--- config.mk ---
export PLATFORM = sky130hd
export DESIGN_NAME = intPipeline
export DESIGN_NICKNAME = d
export VERILOG_FILES = /design/src/corePkg.sv /design/src/intPipeline.sv /design/src/executeStage.sv /design/src/operandStage.sv /design/src/decodeStage.sv /design/src/registerFile.sv
export SDC_FILE = /design/constraint.sdc
export NUM_CORES = 2
export LEC_CHECK = 0
export BUFFER_PORTS_ARGS = -buffer_cell sky130_fd_sc_hd__buf_2
export CAP_MARGIN = 20
export CORE_UTILIZATION = 38
export DETAILED_ROUTE_END_ITERATION = 8
export SLEW_MARGIN = 20
export SYNTH_ARGS = -nofsm -noshare
export SYNTH_HDL_FRONTEND = slang
export SYNTH_SLANG_ARGS = --single-unit
--- constraint.sdc ---
create_clock -name clk -period 3.9 [get_ports clk]
set_input_delay 0.78 -clock clk [delete_from_list [all_inputs] [get_ports clk]]
set_output_delay 0.78 -clock clk [all_outputs]
set_load 0.02 [all_outputs]
--- src/corePkg.sv ---
`default_nettype none

package corePkg;

    localparam int regCount = 32;
    localparam int dataWidth = 32;
    localparam int regAddrBits = $clog2(regCount);

    // Opcodes of the kept instructions
    localparam logic [5:0] opRType = 6'b000_000;
    localparam logic [5:0] opAddi = 6'b001_000;
    localparam logic [5:0] opAndi = 6'b001_100;
    localparam logic [5:0] opOri = 6'b001_101;
    localparam logic [5:0] opLui = 6'b001_111;

    // R-type function codes
    localparam logic [5:0] funcAdd = 6'b100_000;
    localparam logic [5:0] funcSub = 6'b100_010;
    localparam logic [5:0] funcAnd = 6'b100_100;
    localparam logic [5:0] funcOr = 6'b100_101;
    localparam logic [5:0] funcSlt = 6'b101_010;
    localparam logic [5:0] funcSltu = 6'b101_011;

    // Hazard timing values
    localparam logic [1:0] tuseAlu = 2'd1;
    localparam logic [1:0] tuseNever = 2'd3;
    localparam logic [1:0] tnewAlu = 2'd2;
    localparam logic [1:0] tnewNone = 2'd0;

    typedef struct packed {
        logic [5:0] op;
        logic [regAddrBits-1:0] rs;
        logic [regAddrBits-1:0] rt;
        logic [regAddrBits-1:0] rd;
        logic [4:0] shamt;
        logic [5:0] func;
    } rFormat;

    typedef struct packed {
        logic [5:0] op;
        logic [regAddrBits-1:0] rs;
        logic [regAddrBits-1:0] rt;
        logic [15:0] imm16;
    } iFormat;

    // One word read in R or I format
    typedef union packed {
        rFormat rView;
        iFormat iView;
    } instrWord;

    typedef enum logic [3:0] {
        aluAdd = 4'd0,
        aluSub = 4'd1,
        aluAnd = 4'd2,
        aluOr = 4'd3,
        aluLui = 4'd4,
        aluSlt = 4'd5,
        aluSltu = 4'd6
    } aluOp;

    typedef struct packed {
        logic [regAddrBits-1:0] destReg;
        aluOp aluSel;
        logic useImm;
        logic signExtImm;
        logic readRs;
        logic readRt;
        logic [1:0] tuseRs;
        logic [1:0] tuseRt;
        logic [1:0] tnew;
    } ctrlWord;

    typedef struct packed {
        instrWord instr;
        ctrlWord ctrl;
    } decodedInstr;

    typedef struct packed {
        ctrlWord ctrl;
        logic [dataWidth-1:0] operandA;
        logic [dataWidth-1:0] operandB;
        logic [15:0] imm16;
    } execInstr;

    typedef struct packed {
        logic [regAddrBits-1:0] destReg;
        logic [dataWidth-1:0] result;
    } retireInfo;

endpackage

`default_nettype wire
--- src/intPipeline.sv ---
`timescale 1ns/1ps
`default_nettype none

module intPipeline (
    input logic clk,
    input logic reset,
    input logic instrValid,
    input corePkg::instrWord instrData,
    output logic instrReady,
    output logic retireValid,
    output corePkg::retireInfo retireData
);

    logic decValid;
    logic decReady;
    corePkg::decodedInstr decInstr;
    logic exValid;
    corePkg::execInstr exInstr;
    logic [corePkg::regAddrBits-1:0] exDest;
    logic [1:0] exTnew;
    logic [corePkg::regAddrBits-1:0] rsAddr;
    logic [corePkg::regAddrBits-1:0] rtAddr;
    logic [corePkg::dataWidth-1:0] rsData;
    logic [corePkg::dataWidth-1:0] rtData;

    decodeStage decodeStage_inst (
        .clk(clk),
        .reset(reset),
        .instrValid(instrValid),
        .instrData(instrData),
        .instrReady(instrReady),
        .decValid(decValid),
        .decInstr(decInstr),
        .decReady(decReady)
    );

    operandStage operandStage_inst (
        .clk(clk),
        .reset(reset),
        .decValid(decValid),
        .decInstr(decInstr),
        .decReady(decReady),
        .rsAddr(rsAddr),
        .rtAddr(rtAddr),
        .rsData(rsData),
        .rtData(rtData),
        .exDest(exDest),
        .exTnew(exTnew),
        .retireValid(retireValid),
        .retireData(retireData),
        .exValid(exValid),
        .exInstr(exInstr)
    );

    // Write port fed from the retire register
    registerFile registerFile_inst (
        .clk(clk),
        .reset(reset),
        .rsAddr(rsAddr),
        .rtAddr(rtAddr),
        .rsData(rsData),
        .rtData(rtData),
        .writeEnable(retireValid),
        .writeAddr(retireData.destReg),
        .writeData(retireData.result)
    );

    executeStage executeStage_inst (
        .clk(clk),
        .reset(reset),
        .exValid(exValid),
        .exInstr(exInstr),
        .exDest(exDest),
        .exTnew(exTnew),
        .retireValid(retireValid),
        .retireData(retireData)
    );

endmodule

`default_nettype wire

--- src/executeStage.sv ---
`timescale 1ns/1ps
`default_nettype none

module executeStage (
    input logic clk,
    input logic reset,
    input logic exValid,
    input corePkg::execInstr exInstr,
    output logic [corePkg::regAddrBits-1:0] exDest,
    output logic [1:0] exTnew,
    output logic retireValid,
    output corePkg::retireInfo retireData
);

    corePkg::ctrlWord ctrl;
    logic [corePkg::dataWidth-1:0] immExt;
    logic [corePkg::dataWidth-1:0] srcA;
    logic [corePkg::dataWidth-1:0] srcB;
    logic [corePkg::dataWidth-1:0] aluResult;

    assign ctrl = exInstr.ctrl;

    // Hazard info back to operand stays quiet on a bubble
    assign exDest = exValid ? ctrl.destReg : '0;
    assign exTnew = exValid ? ctrl.tnew : corePkg::tnewNone;

    assign immExt = ctrl.signExtImm ? {{16{exInstr.imm16[15]}}, exInstr.imm16}
                                    : {16'b0, exInstr.imm16};
    assign srcA = exInstr.operandA;
    assign srcB = ctrl.useImm ? immExt : exInstr.operandB;

    always_comb begin
        case (ctrl.aluSel)
            corePkg::aluAdd: aluResult = srcA + srcB;
            corePkg::aluSub: aluResult = srcA - srcB;
            corePkg::aluAnd: aluResult = srcA & srcB;
            corePkg::aluOr: aluResult = srcA | srcB;
            corePkg::aluLui: aluResult = {exInstr.imm16, 16'b0};
            corePkg::aluSlt: aluResult = {31'b0, $signed(srcA) < $signed(srcB)};
            corePkg::aluSltu: aluResult = {31'b0, srcA < srcB};
            default: aluResult = '0;
        endcase
    end

    // Retire register
    always_ff @(posedge clk) begin
        if (reset) begin
            retireValid <= 1'b0;
        end else begin
            retireValid <= exValid && (ctrl.destReg != '0);
        end
    end

    always_ff @(posedge clk) begin
        retireData.destReg <= ctrl.destReg;
        retireData.result <= aluResult;
    end

endmodule

`default_nettype wire

--- src/operandStage.sv ---
`timescale 1ns/1ps
`default_nettype none

module operandStage (
    input logic clk,
    input logic reset,
    input logic decValid,
    input corePkg::decodedInstr decInstr,
    output logic decReady,
    output logic [corePkg::regAddrBits-1:0] rsAddr,
    output logic [corePkg::regAddrBits-1:0] rtAddr,
    input logic [corePkg::dataWidth-1:0] rsData,
    input logic [corePkg::dataWidth-1:0] rtData,
    input logic [corePkg::regAddrBits-1:0] exDest,
    input logic [1:0] exTnew,
    input logic retireValid,
    input corePkg::retireInfo retireData,
    output logic exValid,
    output corePkg::execInstr exInstr
);

    corePkg::ctrlWord ctrl;
    logic rsHazard;
    logic rtHazard;
    logic stall;
    logic [corePkg::dataWidth-1:0] rsValue;
    logic [corePkg::dataWidth-1:0] rtValue;

    // Retire register wins over the file on an address match
    function automatic logic [corePkg::dataWidth-1:0] forwardSel(
        input logic [corePkg::regAddrBits-1:0] addr,
        input logic [corePkg::dataWidth-1:0] fileData
    );
        logic hit;
        hit = retireValid && (retireData.destReg != '0) && (retireData.destReg == addr);
        return hit ? retireData.result : fileData;
    endfunction

    assign ctrl = decInstr.ctrl;

    assign rsAddr = decInstr.instr.rView.rs;
    assign rtAddr = decInstr.instr.rView.rt;

    // Tuse/Tnew check against the instruction in execute
    assign rsHazard = ctrl.readRs && (exDest != '0) && (rsAddr == exDest)
                      && (exTnew > ctrl.tuseRs);
    assign rtHazard = ctrl.readRt && (exDest != '0) && (rtAddr == exDest)
                      && (exTnew > ctrl.tuseRt);
    assign stall = decValid && (rsHazard || rtHazard);

    assign decReady = !stall;

    always_comb begin
        rsValue = forwardSel(rsAddr, rsData);
        rtValue = forwardSel(rtAddr, rtData);
    end

    // A stall sends a bubble while decode holds its word
    always_ff @(posedge clk) begin
        if (reset) begin
            exValid <= 1'b0;
        end else begin
            exValid <= decValid && !stall;
        end
    end

    always_ff @(posedge clk) begin
        if (!stall) begin
            exInstr.ctrl <= ctrl;
            exInstr.operandA <= rsValue;
            exInstr.operandB <= rtValue;
            exInstr.imm16 <= decInstr.instr.iView.imm16;
        end
    end

endmodule

`default_nettype wire

--- src/decodeStage.sv ---
`timescale 1ns/1ps
`default_nettype none

module decodeStage (
    input logic clk,
    input logic reset,
    input logic instrValid,
    input corePkg::instrWord instrData,
    output logic instrReady,
    output logic decValid,
    output corePkg::decodedInstr decInstr,
    input logic decReady
);

    logic isRType;
    logic isAdd;
    logic isSub;
    logic isAnd;
    logic isOr;
    logic isSlt;
    logic isSltu;
    logic isAddi;
    logic isAndi;
    logic isOri;
    logic isLui;
    logic isCalR;
    logic isCalI;
    logic loadSlot;
    corePkg::ctrlWord ctrlNext;

    // Instruction recognition
    assign isRType = (instrData.rView.op == corePkg::opRType);
    assign isAdd = isRType && (instrData.rView.func == corePkg::funcAdd);
    assign isSub = isRType && (instrData.rView.func == corePkg::funcSub);
    assign isAnd = isRType && (instrData.rView.func == corePkg::funcAnd);
    assign isOr = isRType && (instrData.rView.func == corePkg::funcOr);
    assign isSlt = isRType && (instrData.rView.func == corePkg::funcSlt);
    assign isSltu = isRType && (instrData.rView.func == corePkg::funcSltu);

    assign isAddi = (instrData.iView.op == corePkg::opAddi);
    assign isAndi = (instrData.iView.op == corePkg::opAndi);
    assign isOri = (instrData.iView.op == corePkg::opOri);
    assign isLui = (instrData.iView.op == corePkg::opLui);

    // Classes
    assign isCalR = isAdd || isSub || isAnd || isOr || isSlt || isSltu;
    assign isCalI = isAddi || isAndi || isOri || isLui;

    always_comb begin
        // Nop and unsupported words leave this as a no-write bubble
        ctrlNext = '0;
        ctrlNext.tuseRs = corePkg::tuseNever;
        ctrlNext.tuseRt = corePkg::tuseNever;
        ctrlNext.tnew = corePkg::tnewNone;

        if (isCalR) begin
            ctrlNext.destReg = instrData.rView.rd;
            ctrlNext.readRs = 1'b1;
            ctrlNext.readRt = 1'b1;
            ctrlNext.tuseRs = corePkg::tuseAlu;
            ctrlNext.tuseRt = corePkg::tuseAlu;
            ctrlNext.tnew = corePkg::tnewAlu;
        end else if (isCalI) begin
            ctrlNext.destReg = instrData.iView.rt;
            ctrlNext.useImm = 1'b1;
            ctrlNext.signExtImm = isAddi;
            // Lui uses only its immediate
            ctrlNext.readRs = !isLui;
            ctrlNext.tuseRs = isLui ? corePkg::tuseNever : corePkg::tuseAlu;
            ctrlNext.tnew = corePkg::tnewAlu;
        end

        // ALU code with add as the fallback
        if (isSub) begin
            ctrlNext.aluSel = corePkg::aluSub;
        end else if (isAnd || isAndi) begin
            ctrlNext.aluSel = corePkg::aluAnd;
        end else if (isOr || isOri) begin
            ctrlNext.aluSel = corePkg::aluOr;
        end else if (isLui) begin
            ctrlNext.aluSel = corePkg::aluLui;
        end else if (isSlt) begin
            ctrlNext.aluSel = corePkg::aluSlt;
        end else if (isSltu) begin
            ctrlNext.aluSel = corePkg::aluSltu;
        end else begin
            ctrlNext.aluSel = corePkg::aluAdd;
        end
    end

    // Slot advances when empty or drained downstream
    assign loadSlot = !decValid || decReady;
    assign instrReady = loadSlot;

    always_ff @(posedge clk) begin
        if (reset) begin
            decValid <= 1'b0;
        end else if (loadSlot) begin
            decValid <= instrValid;
        end
    end

    always_ff @(posedge clk) begin
        if (loadSlot && instrValid) begin
            decInstr.instr <= instrData;
            decInstr.ctrl <= ctrlNext;
        end
    end

endmodule

`default_nettype wire

--- src/registerFile.sv ---
`timescale 1ns/1ps
`default_nettype none

module registerFile (
    input logic clk,
    input logic reset,
    input logic [corePkg::regAddrBits-1:0] rsAddr,
    input logic [corePkg::regAddrBits-1:0] rtAddr,
    output logic [corePkg::dataWidth-1:0] rsData,
    output logic [corePkg::dataWidth-1:0] rtData,
    input logic writeEnable,
    input logic [corePkg::regAddrBits-1:0] writeAddr,
    input logic [corePkg::dataWidth-1:0] writeData
);

    logic [corePkg::dataWidth-1:0] regs [corePkg::regCount];

    // Zero register reads zero and a same-cycle write passes straight through
    function automatic logic [corePkg::dataWidth-1:0] readPort(
        input logic [corePkg::regAddrBits-1:0] addr
    );
        if (addr == '0) begin
            return '0;
        end else if (writeEnable && (writeAddr == addr)) begin
            return writeData;
        end
        return regs[addr];
    endfunction

    always_ff @(posedge clk) begin
        if (reset) begin
            for (int i = 0; i < corePkg::regCount; i++) begin
                regs[i] <= '0;
            end
        end else if (writeEnable && (writeAddr != '0)) begin
            regs[writeAddr] <= writeData;
        end
    end

    always_comb begin
        rsData = readPort(rsAddr);
        rtData = readPort(rtAddr);
    end

endmodule

`default_nettype wire

* Word-level counts from Yosys, hierarchy flattened
Memory sizes are Yosys's and may differ from the RTL's. A register that Yosys moved wholly into a read port is not among the register bits. Index checks and enable logic that the tools add are counted.
Storage, ports and cells: flip-flop bits (word level) 178, RAM bits 1024, bits of input ports 35, word-level logic and storage cells 143, memories kept 1
Memories:
- registerFile_inst.regs | depth 32, width 32, rd ports 2, clocked after memory_dff 2, write ports 32, line registerFile.sv:16 | logic [corePkg::dataWidth-1:0] regs [corePkg::regCount];
Cells by class: add/subtract/negate cells 2, order comparisons 4, equality and inequality tests 20, muxes and demuxes 40, bitwise gates (word level) 3, reductions and logical operators 47
Operator list (count):
- $mux W32 | 11
- $pmux W32 S7 | 1
- $lt A32 B32 Y1 | 2
- $eq A6 B6 Y1 const B | 6
- $add A32 B32 Y32 | 1
- $and A32 B32 Y32 | 1
- $or A32 B32 Y32 | 1
- $reduce_or A32 Y1 | 1
- $sub A32 B32 Y32 | 1
- $mux W5 | 6
- $eq A6 B4 Y1 const B | 4
- $logic_and A1 B1 Y1 | 21
- $eq A5 B5 Y1 | 4
- $reduce_bool A5 Y1 | 3
- $mux W2 | 7
- $eq A4 B3 Y1 const B | 3
- $logic_or A1 B1 Y1 | 12
- $mux W3 | 4
- $mux W1 | 11
- $logic_not A5 Y1 | 2
- $eq A4 B2 Y1 const B | 2
- $logic_not A6 Y1 | 1
- $reduce_or A5 Y1 | 1
- $eq A4 B1 Y1 const B | 1
- other kinds (6) | 9

* Depth between registers and ports, before layout
depth after elaboration 11, gate-level depth with buffers 18, mapped depth without buffers 15

* By module
Synthesis repeated with hierarchy kept, for this count alone.
Unflattened totals: cell total of the unflattened synthesis 4888, area total of the unflattened synthesis 67519.8 um2
By module, submodules not included:
- registerFile | instances 1, cells each 3745, area each 55246.7 um2, seq. area each 30749.5 um2
- executeStage | instances 1, cells each 818, area each 6002.0 um2, seq. area each 760.7 um2
- operandStage | instances 1, cells each 230, area each 4495.6 um2, seq. area each 2992.9 um2
- decodeStage | instances 1, cells each 95, area each 1775.5 um2, seq. area each 1431.4 um2

* Worst setup path after synthesis
No wires, ideal clock.
path kind reg2out, from register operandStage_inst.exInstr[94] (netlist name), to output instrReady, arrival time 3.298 ns, setup slack -0.178 ns, stages on the path, launching flop included 5, path buffers 0, path through edfxtp_1 > or4_1 > o21ai_0 > nor2_1 > nand2_1
Between the ends: cells in the longest elaborated chain, start to end 9, elaborated cells on any way between the ends 14, classes of those cells eq/ne: 2; mux: 1; reduce/logical: 11
RTL lines:
- $mux W5 (*) | line executeStage.sv:24 | assign exDest = exValid ? ctrl.destReg : '0;
- $reduce_bool A5 Y1 | line operandStage.sv:45, operandStage.sv:47
- $logic_and A1 B1 Y1 (on tied branches) (2 in series) | line operandStage.sv:45, operandStage.sv:47
- $logic_and A1 B1 Y1 (on tied branches) | line operandStage.sv:46, operandStage.sv:48
- $logic_or A1 B1 Y1 (*) | line operandStage.sv:49 | assign stall = decValid && (rsHazard || rtHazard);
- $logic_and A1 B1 Y1 (*) | line operandStage.sv:49
- $logic_not A1 Y1 (*) | line operandStage.sv:51 | assign decReady = !stall;
- $logic_or A1 B1 Y1 (*) | line decodeStage.sv:92 | assign loadSlot = !decValid || decReady;
- end: declaration | line intPipeline.sv:9 | output logic instrReady,
Mark *: on every way between the ends. The rest lies on a longest branch, timed or not.

* Worst setup path in the final report
from register operandStage_inst.exInstr[89] (netlist name), to register executeStage_inst.retireData[30] (netlist name)
Between the ends: cells in the longest elaborated chain, start to end 3, elaborated cells on any way between the ends 6, classes of those cells add/sub: 2; mux: 2; bitwise: 2
RTL lines:
- $mux W32 (*) | line executeStage.sv:30 | assign srcB = ctrl.useImm ? immExt : exInstr.operandB;
- $sub A32 B32 Y32 (tied with other cells) | line executeStage.sv:35 | corePkg::aluSub: aluResult = srcA - srcB;
- $pmux W32 S7 (*) | line executeStage.sv:33 | case (ctrl.aluSel)
- via executeStage_inst.aluResult, one bit | line executeStage.sv:19 | logic [corePkg::dataWidth-1:0] aluResult;
The timed path passes the listed nets; every way through them passes the cells marked *. A chain may end at the register's enable or synchronous reset.

==> impl_metrics.json <==
{
  "route.final.wire_length_mm": 226.5,
  "rsz0062_at_grt": "false",
  "synth_top_area_cell": "edfxtp_1",
  "relSlewSlack_pct": 15.12,
  "pin_count": 74,
  "fillerInstances": 15006,
  "cp_common_cell": "or3_1",
  "required_ps": 4540,
  "ir_drop_v": 0.0002639,
  "area.growth.synth_to_final_pct": 13.36,
  "synth_cell_types": 80,
  "clock-skew-final_ps": 31.40,
  "fin_crit_ps": 3717,
  "cts_buffer_depth": 3,
  "synth_area_mm2": 0.06527,
  "min_path_type": "primary input to flop",
  "overflow": 0,
  "final.setup.worst_slack_ps": 183.1,
  "worstSkewPairLatency_ps": 790,
  "crit_path_start_kind": "flop",
  "num_rows": 151,
  "start_util_pct": 38.39,
  "leakage_nw": 26.80,
  "cts.sinks": 1206,
  "fmax_mhz": 269.0,
  "antenna_found_initial": 22,
  "yosysSeqAreaShare_pct": 54.71,
  "grt_max_degree": 93,
  "top_usage_layer": "met2",
  "maxCapViolCount": 0,
  "grt_pass1_wl_mm": 315.9,
  "hold_viol_final": 0,
  "worstPathCellList": "buf_12, and2_1, buf_4, nor2_1, inv_1, ha_1, or3_1, or3_1, o32ai_2, a221o_1, a2bb2oi_2, xnor2_1, o21ai_1",
  "ys_warn_count": 0,
  "critPathCaptureType": "flop",
  "path_clk_slew_ps": 60,
  "placed_area_mm2": 0.06963,
  "fin_crit_sh_pct": 95.31,
  "ant_nets": 0,
  "use_met2_pct": 40.12,
  "fin_tns_setup_ps": 0,
  "worstPathMaxFanout": 14,
  "dp_cells": 6524,
  "synthTopCellsByArea": "edfxtp_1 53%, mux4_2 22%, and2_1 9.5%",
  "setup_violations": 0,
  "ys.flop_type": "edfxtp_1",
  "outcome": "finished, final reports clean",
  "dp_hpwl_mm": 141.7,
  "postLayoutCellArea_mm2": 0.07399,
  "ctsHoldBuffers": 0,
  "nets": 4587,
  "post-place-ws_ps": 205.8,
  "cts_root_buffer": "clkbuf_16",
  "cts-htree-levels": 4,
  "ys_ff_latch": 1206,
  "worst-path-buf-inv": 3,
  "power_density_mw_per_mm2": 488.8,
  "synthTopCellsByCount": "1,156 x edfxtp_1, 994 x and2_1, 642 x mux4_2, 324 x clkbuf_1, 163 x nor2_1",
  "instances_no_fill": 6778,
  "syn_area_per_cell_um2": 14.90,
  "layout-drive-gt1-share_pct": 27.52,
  "wire_per_inst_um": 33.42,
  "worstMarginPinSlew_ps": 1260,
  "grt_usage_pct": 26.04,
  "async_reset_ff_share_pct": 0,
  "die_w_um": 416.5,
  "core_mm2": 0.1700,
  "drv_slew": 0,
  "slowest_stage": "or3_1",
  "cts_buffers": 136,
  "met1_usage_pct": 34.88,
  "cp_top_family": "simple AND/OR/NAND/NOR gates",
  "synth.most_common_cell": "edfxtp_1",
  "drtPass1Iterations": 6,
  "utilization_pct": 43.52,
  "tritoncts": "yes",
  "vias": 41239,
  "cpPeakStageDelay_ps": 500,
  "synth_top_cell_area_share_pct": 53.18,
  "worstPathArrival_ps": 4350,
  "grt_pass1_vias": 40762,
  "synth_edf_count": 1156,
  "die-area_mm2": 0.1734,
  "avgViaCountPerCell": 6.084,
  "gp_congestion": 0.8950,
  "dieHeight_um": 416.5,
  "port_buffers": 73,
  "worstSetupPathType": "flop to flop",
  "drc": 0,
  "grt_util_met3_pct": 6.729,
  "dr.first_iter.drc_count": 6073,
  "synthCells": 4380
}
==> what timing repair did <==
| item | in CTS | in global routing |
|---|---|---|
| resized for setup | 0 | 3 |
| setup endpoints to repair | 0 | 2 |
| buffers inserted | 0 | 0 |
==> area by class of cell <==
type	instances	area (um^2)	share of cell area [%]
Tap cell	2218	2775	3.750
Inverter	104	390.4	0.5276
Clock buffer	183	3780	5.108
Timing Repair Buffer	312	2800	3.784
Multi-Input combinational cell	2685	27950	37.77
Clock inverter	63	538.0	0.7271
Sequential cell	1206	35750	48.31
Antenna cell	7	17.52	0.02367
==> sequential cells by signal (all words and copies together) (netlist names), named ones only <==
signal and count:
operandStage_inst.exValid 1, registerFile_inst.regs 1024, operandStage_inst.exInstr 91, decodeStage_inst.decValid 1, executeStage_inst.retireValid 1, decodeStage_inst.decInstr 41
executeStage_inst.retireData 37
==> cells by family after synthesis <==
family,synth area share [%]
AND/OR/NAND/NOR,12.42
flip-flops,54.71
multiplexers,23.63
buffers and inverters,3.132
AO/OA/AOI/OAI,3.353
adder cells (fa/ha/maj),2.074
XOR/XNOR,0.6709
other,0.005745
==> routing by layer <==
| layer | up-vias | part of all wire, % |
|---|---|---|
| li1 | 16757 | - |
| met1 | 21531 | 39 |
| met2 | 2434 | 46 |
| met3 | 509 | 11 |
| met4 | 8 | 4.3 |
| met5 | - | 0.036 |
==> worst paths after layout <==
kind / cells past startpoint / end / slack [ps] / start
setup / recovery: 13 / executeStage_inst.retireData[30] / 180 / operandStage_inst.exInstr[89]
hold / removal: 1 / decodeStage_inst.decInstr[44] / 190 / instrData[25]
setup reg to reg: 13 / executeStage_inst.retireData[30] / 180 / operandStage_inst.exInstr[89]
hold reg to reg: 0 / operandStage_inst.exInstr[81] / 420 / decodeStage_inst.decInstr[1]
==> report_power, final <==
part / total, mW / internal [mW] / switching (mW)
registers: 15.7 / 14.9 / 0.726
clock network: 12.8 / 7.27 / 5.48
logic: 7.76 / 3.04 / 4.72
total: 36.2 / 25.2 / 10.9
==> stage by stage <==
step	power [mW]	hold slack, ps
2_1_floorplan	20.41	400.3
3_3_place_gp	23.50	401.8
3_5_place_dp	23.52	404.5
4_1_cts	36.16	133.9
5_1_grt	37.27	167.7
6_report	36.17	187.7
==> placed cells by master, fill, tap and decap left out, drive strengths merged, types with 50 or more instances in the layout <==
cell | netlist | routed
ha | 105 | 105
dfxtp | 50 | 50
edfxtp | 1156 | 1156
nand2 | 105 | 105
clkbuf | 325 | 184
inv | 104 | 107
mux4 | 642 | 642
o21ai | 118 | 118
buf | 91 | 311
nor2 | 163 | 163
a21oi | 106 | 106
and2 | 994 | 994
mux2i | 85 | 85
==> worst register-to-register path, stage by stage, from the launching register on <==
cell	delay (ps)
edfxtp_1	460
buf_12	200
and2_1	230
buf_4	230
nor2_1	210
inv_1	90
ha_1	340
or3_1	500
or3_1	400
o32ai_2	370
a221o_1	260
a2bb2oi_2	70
xnor2_1	170
o21ai_1	70
Note: power is estimated with default switching activity, not from simulation.
